`src/common/nf10_defines.svh`:
```
// Buffer depths and frame size limits for the 10G port queues
// Shared by the package and both queue modules

`ifndef NF10_DEFINES_SVH
`define NF10_DEFINES_SVH

//////////////////////////////////////////////////
// Receive side
//////////////////////////////////////////////////

// Words held by the receive buffer
`define NF10_RX_DEPTH 64

// Committed frames waiting for the host
`define NF10_RX_FRAMES 8

//////////////////////////////////////////////////
// Transmit side and metadata
//////////////////////////////////////////////////

`define NF10_MAX_FRAME_WORDS 32
`define NF10_TUSER_WIDTH 128

`endif
```
`src/common/nf10_pkg.sv`:
```
// Width typedefs, stream beat structs and transmit FSM states
// for the 10G port interface

`include "nf10_defines.svh"

package nf10_pkg;

    //////////////////////////////////////////////////
    // Widths with a meaning
    //////////////////////////////////////////////////

    typedef logic [63:0] data_t;

    // Byte mask, bit i set for byte i, contiguous from bit 0
    typedef logic [7:0] strb_t;

    typedef logic [`NF10_TUSER_WIDTH-1:0] user_t;

    // Frame length in bytes
    typedef logic [15:0] pkt_len_t;

    // One-hot port mask
    typedef logic [7:0] port_t;

    //////////////////////////////////////////////////
    // Beats
    //////////////////////////////////////////////////

    // One AXI stream transfer
    typedef struct packed {
        data_t data;
        strb_t strb;
        user_t user;
        logic  last;
    } axis_beat_t;

    // One MAC word, no word when the mask is zero
    typedef struct packed {
        data_t data;
        strb_t valid;
    } mac_beat_t;

    typedef enum logic [1:0] {IDLE, FILL, REQUEST, SEND} tx_state_e;

endpackage

```
`src/hw/tx_queue/tx_queue.sv`:
```
// Transmit queue: store-and-forward frame buffer and the
// start/ack request FSM toward the MAC
`timescale 1ns/1ps
`include "nf10_defines.svh"

module tx_queue (
    input  logic                 axi_aclk,
    input  logic                 rst_n,
    input  nf10_pkg::axis_beat_t s_beat,
    input  logic                 s_valid,
    output logic                 s_ready,
    output nf10_pkg::mac_beat_t  tx_word,
    output logic                 tx_start,
    input  logic                 tx_ack
);

    localparam int WA = $clog2(`NF10_MAX_FRAME_WORDS);
    localparam logic [WA:0] MAX_WORDS = `NF10_MAX_FRAME_WORDS;

    nf10_pkg::mac_beat_t frame_mem [`NF10_MAX_FRAME_WORDS];
    nf10_pkg::mac_beat_t in_word;
    nf10_pkg::tx_state_e state;

    // Words stored in the current frame, and words already sent
    logic [WA:0] wr_cnt;
    logic [WA:0] rd_cnt;

    logic accept;
    logic store;

    //////////////////////////////////////////////////
    // Host side
    //////////////////////////////////////////////////

    assign s_ready = (state == nf10_pkg::IDLE) || (state == nf10_pkg::FILL);
    assign accept  = s_valid && s_ready;

    // Words past the buffer size are dropped, tuser is not kept
    assign store = accept && (wr_cnt != MAX_WORDS);

    assign in_word.data  = s_beat.data;
    assign in_word.valid = s_beat.strb;

    always_ff @(posedge axi_aclk) begin
        if (store) begin
            frame_mem[wr_cnt[WA-1:0]] <= in_word;
        end
    end

    //////////////////////////////////////////////////
    // MAC side
    //////////////////////////////////////////////////

    assign tx_start = state == nf10_pkg::REQUEST;

    // Mask stays zero outside a frame
    assign tx_word = (state == nf10_pkg::SEND) ? frame_mem[rd_cnt[WA-1:0]] : '0;

    always_ff @(posedge axi_aclk or negedge rst_n) begin
        if (!rst_n) begin
            state  <= nf10_pkg::IDLE;
            wr_cnt <= '0;
            rd_cnt <= '0;
        end else begin
            case (state)
                nf10_pkg::IDLE, nf10_pkg::FILL: begin
                    if (store) begin
                        wr_cnt <= wr_cnt + 1'b1;
                    end
                    if (accept) begin
                        state <= s_beat.last ? nf10_pkg::REQUEST : nf10_pkg::FILL;
                    end
                end
                nf10_pkg::REQUEST: begin
                    // Hold the request until the MAC takes it
                    if (tx_ack) begin
                        state <= nf10_pkg::SEND;
                    end
                end
                nf10_pkg::SEND: begin
                    if (rd_cnt == wr_cnt - 1'b1) begin
                        state  <= nf10_pkg::IDLE;
                        wr_cnt <= '0;
                        rd_cnt <= '0;
                    end else begin
                        rd_cnt <= rd_cnt + 1'b1;
                    end
                end
                default: begin
                    state <= nf10_pkg::IDLE;
                end
            endcase
        end
    end

endmodule

```
`config.mk`:
```
export PLATFORM = sky130hd
export DESIGN_NAME = tx_queue
export DESIGN_NICKNAME = d
export VERILOG_FILES = /design/src/common/nf10_pkg.sv /design/src/hw/tx_queue/tx_queue.sv
export VERILOG_INCLUDE_DIRS = /design/src /design/src/common
export SDC_FILE = /design/constraint.sdc
export NUM_CORES = 2
export LEC_CHECK = 0
export BUFFER_PORTS_ARGS = -buffer_cell sky130_fd_sc_hd__buf_2
export CORE_MARGIN = 5
export CORE_UTILIZATION = 35
export CTS_BUF_LIST = sky130_fd_sc_hd__clkbuf_2
export CTS_CLUSTER_SIZE = 8
export DETAILED_ROUTE_END_ITERATION = 8
export SYNTH_ARGS = -nofsm -noshare
export SYNTH_HDL_FRONTEND = slang
export SYNTH_SLANG_ARGS = --single-unit
```
`constraint.sdc`:
```
create_clock -name axi_aclk -period 7 [get_ports axi_aclk]
set_clock_uncertainty 0.15 [all_clocks]
set_input_delay 1.4 -clock axi_aclk [delete_from_list [all_inputs] [get_ports axi_aclk]]
set_output_delay 1.4 -clock axi_aclk [all_outputs]
set_load 0.05 [all_outputs]
```
==> impl_metrics.ini <==
[outcome]
status = completed

[layout]
final_core_util_pct = 39.5
stdcell_area_sq_mm = 0.0992
syn2layout_area_growth_pct = 12.3
fillers = 22339
drive_above_1_share_pct = 36.2
nets = 4571

[worst_setup_path]
cp.arrival_ns = 5.07
end_kind = output port
rr_startpoint = wr_cnt[2]
startpoint = state[1]
path_max_fanout = 45
cp-start-kind = register
worst-setup-path-type = register to output port
cp.required_ns = 5.45

[synth]
syn_inst = 3655
yosysWarnings = 0
ys_async_sr_fraction_pct = 0.604
ys.flop_type = edfxtp_1
yosys.area.top_type_share_pct = 78.4
yosysSeqAreaShare_pct = 78.8
synth_seq_cells = 2318
syn_nets = 3865
synth_edf_count = 2304
synthTopCellsByArea = edfxtp_1, mux4_2, mux2i_1, o221ai_1, o22a_1
yosysTopAreaCell = edfxtp_1
syn_avg_cell_area_sq_um = 24.2
yosysUniqueCellTypes = 41
synth_area_sq_mm = 0.0883

[routing]
via_count = 41884
drt_iter0_markers = 3744
drc_errors = 0
first_pass_iters = 5
viasPerCell = 5.22
wirelength_microns = 211000
wl_per_cell_microns = 26.3
postRouteAntennaNets = 0

[sta]
max_freq_ghz = 0.151
drv_slew = 0
hold_ws_ns = 0.303
setup_viol = 0
post-route-period-util_pct = 94.5
hold_viol = 0
min_period_ns = 6.62
worstMarginPinSlew_ns = 1.16
max_slew_margin_pct = 22.4

[clocking]
root_buffer = clkbuf_2
ctsHtreeMaxLevel = 6
clockBufferDepth = 4
clk_latency_ns = 1.73
path_clk_slew_ns = 0.10
cts_tree = done
cts-buffers-inserted = 570
cts.sinks = 2318

[power_and_ir_drop]
power_mw = 34.6
power-per-cell-area_mw_per_mm2 = 349
p_leak_nw = 31.7
vdd_ir_drop_max_uv = 415

[global_route]
grt_overflow_total = 0
antenna_found_initial = 22
grt_max_degree = 101
grt_pass1_vias = 44148
track_usage_pct = 15.8
grt_pass1_wl_microns = 305000

[placement]
place_area_sq_mm = 0.0940
place_congestion = 0.703
io_buffers = 150
dp_hpwl_microns = 106000

[floorplan]
die_area_sq_mm = 0.262
ios = 279
die_w_microns = 512
core_sq_mm = 0.251
initial_core_util_pct = 35.1
row_count = 184
fp.dieH_microns = 512

[hold_path]
hold_class = primary input to register
holdCritStartpoint = s_valid

[run]
maxCapViolCount = 0
==> final timing paths <==
| path | end | slack (ns) | cells after the start |
|---|---|---|---|
| min | wr_cnt[4] | 0.30 | 5 |
| max reg2reg | frame_mem[17][18] | 2.83 | 5 |
| min reg2reg | rd_cnt[5] | 0.44 | 2 |
| max in group asynchronous | rd_cnt[2] | 5.50 | 3 |
| max | tx_word[36] | 0.38 | 6 |
| min in group asynchronous | rd_cnt[0] | 0.67 | 3 |
==> area by class of cell <==
type | instances | area [sq um] | area share, %
Clock buffer | 791 | 3960 | 3.99
Antenna cell | 18 | 45.0 | 0.0454
Timing Repair Buffer | 332 | 2880 | 2.91
Inverter | 4 | 15.0 | 0.0151
Multi-Input combinational cell | 1135 | 18100 | 18.3
Tap cell | 3348 | 4190 | 4.22
Clock inverter | 80 | 415 | 0.419
Sequential cell | 2318 | 69500 | 70.1
==> critical path, stage by stage, from the launching register on <==
cell      delay, ns
dfrtp_1        0.52
nand2_1        0.34
nor2_1         0.27
nand2_4        0.57
buf_4          0.55
o221ai_1       0.63
buf_2          0.38
==> state kept, by name, indices dropped and copies added (netlist names) <==
signal,count
frame_mem,2304
rd_cnt,6
wr_cnt,6
state,2
==> where the power goes <==
group          total (mW)  internal [mW]  switching (mW)
logic                10.9           4.60            6.28
clock network        8.14           3.11            5.04
registers            15.6           15.3           0.272
total                34.6           23.0            11.6
==> metrics by stage <==
step | instances | worst slack (ns) | setup TNS [ns]
after floorplan | 3655 | 1.22 | 0
after global placement | 7059 | 1.98 | 0
after detailed placement | 7059 | 1.95 | 0
after CTS | 8008 | 0.0684 | 0
after global routing | 8020 | -0.0402 | -0.0749
final | 8026 | 0.384 | 0
==> cell usage after synthesis, types with 2 or more instances <==
| cell type | count |
|---|---|
| a21oi_1 | 3 |
| buf_1 | 39 |
| buf_2 | 67 |
| buf_4 | 12 |
| clkbuf_1 | 79 |
| dfrtp_1 | 14 |
| edfxtp_1 | 2304 |
| ha_1 | 5 |
| inv_1 | 4 |
| mux2i_1 | 288 |
| mux4_2 | 576 |
| nand2_1 | 17 |
| nand3_1 | 6 |
| nand3b_1 | 2 |
| nand4_1 | 2 |
| nor2_1 | 47 |
| nor3_1 | 3 |
| o211ai_1 | 2 |
| o21ai_0 | 7 |
| o21ai_1 | 2 |
| o221ai_1 | 72 |
| o22a_1 | 72 |
| or2_2 | 2 |
| or3_1 | 2 |
| or3b_2 | 2 |
| xnor2_1 | 5 |
| xor2_1 | 7 |
==> metal layers <==
metal	part of all wire [%]	global-route usage, %	up-vias
li1	-	-	17519
met2	49	25.5	1483
met3	6.2	3.46	357
met5	0.023	0	-
met4	1.9	4.33	8
met1	43	21.8	22517
==> timing repair <==
| action | in CTS | in global routing |
|---|---|---|
| endpoints found under the setup margin | 0 | 3 |
| hold buffers | 78 | 0 |
| endpoints found under the hold margin | 2310 | 0 |
| buffers inserted | 0 | 0 |
| resized for setup | 0 | 1 |
==> kinds of logic after synthesis <==
group / synth area share (%)
flops: 78.8
xor+xnor: 0.119
fa+ha+maj: 0.0709
simple gates: 0.452
compound gates: 1.62
mux: 18.0
buf+inv: 1.01
==> cells in the final DEF (no fill, tap or decap), types with 7 or more instances in the layout <==
master            n
o22a_1           72
dlygate4sd3_1    78
edfxtp_1       2304
buf_12           44
o21ai_0           7
nor2_4           32
diode_2          18
nor2_1           15
nand2_1          15
xor2_1            7
clkinv_1         62
dfrtp_1          11
mux2i_1         288
buf_2           150
o221ai_1         72
mux4_2          576
inv_2             8
clkbuf_2        791
buf_4            59
Note: power is estimated with default switching activity, not from simulation.
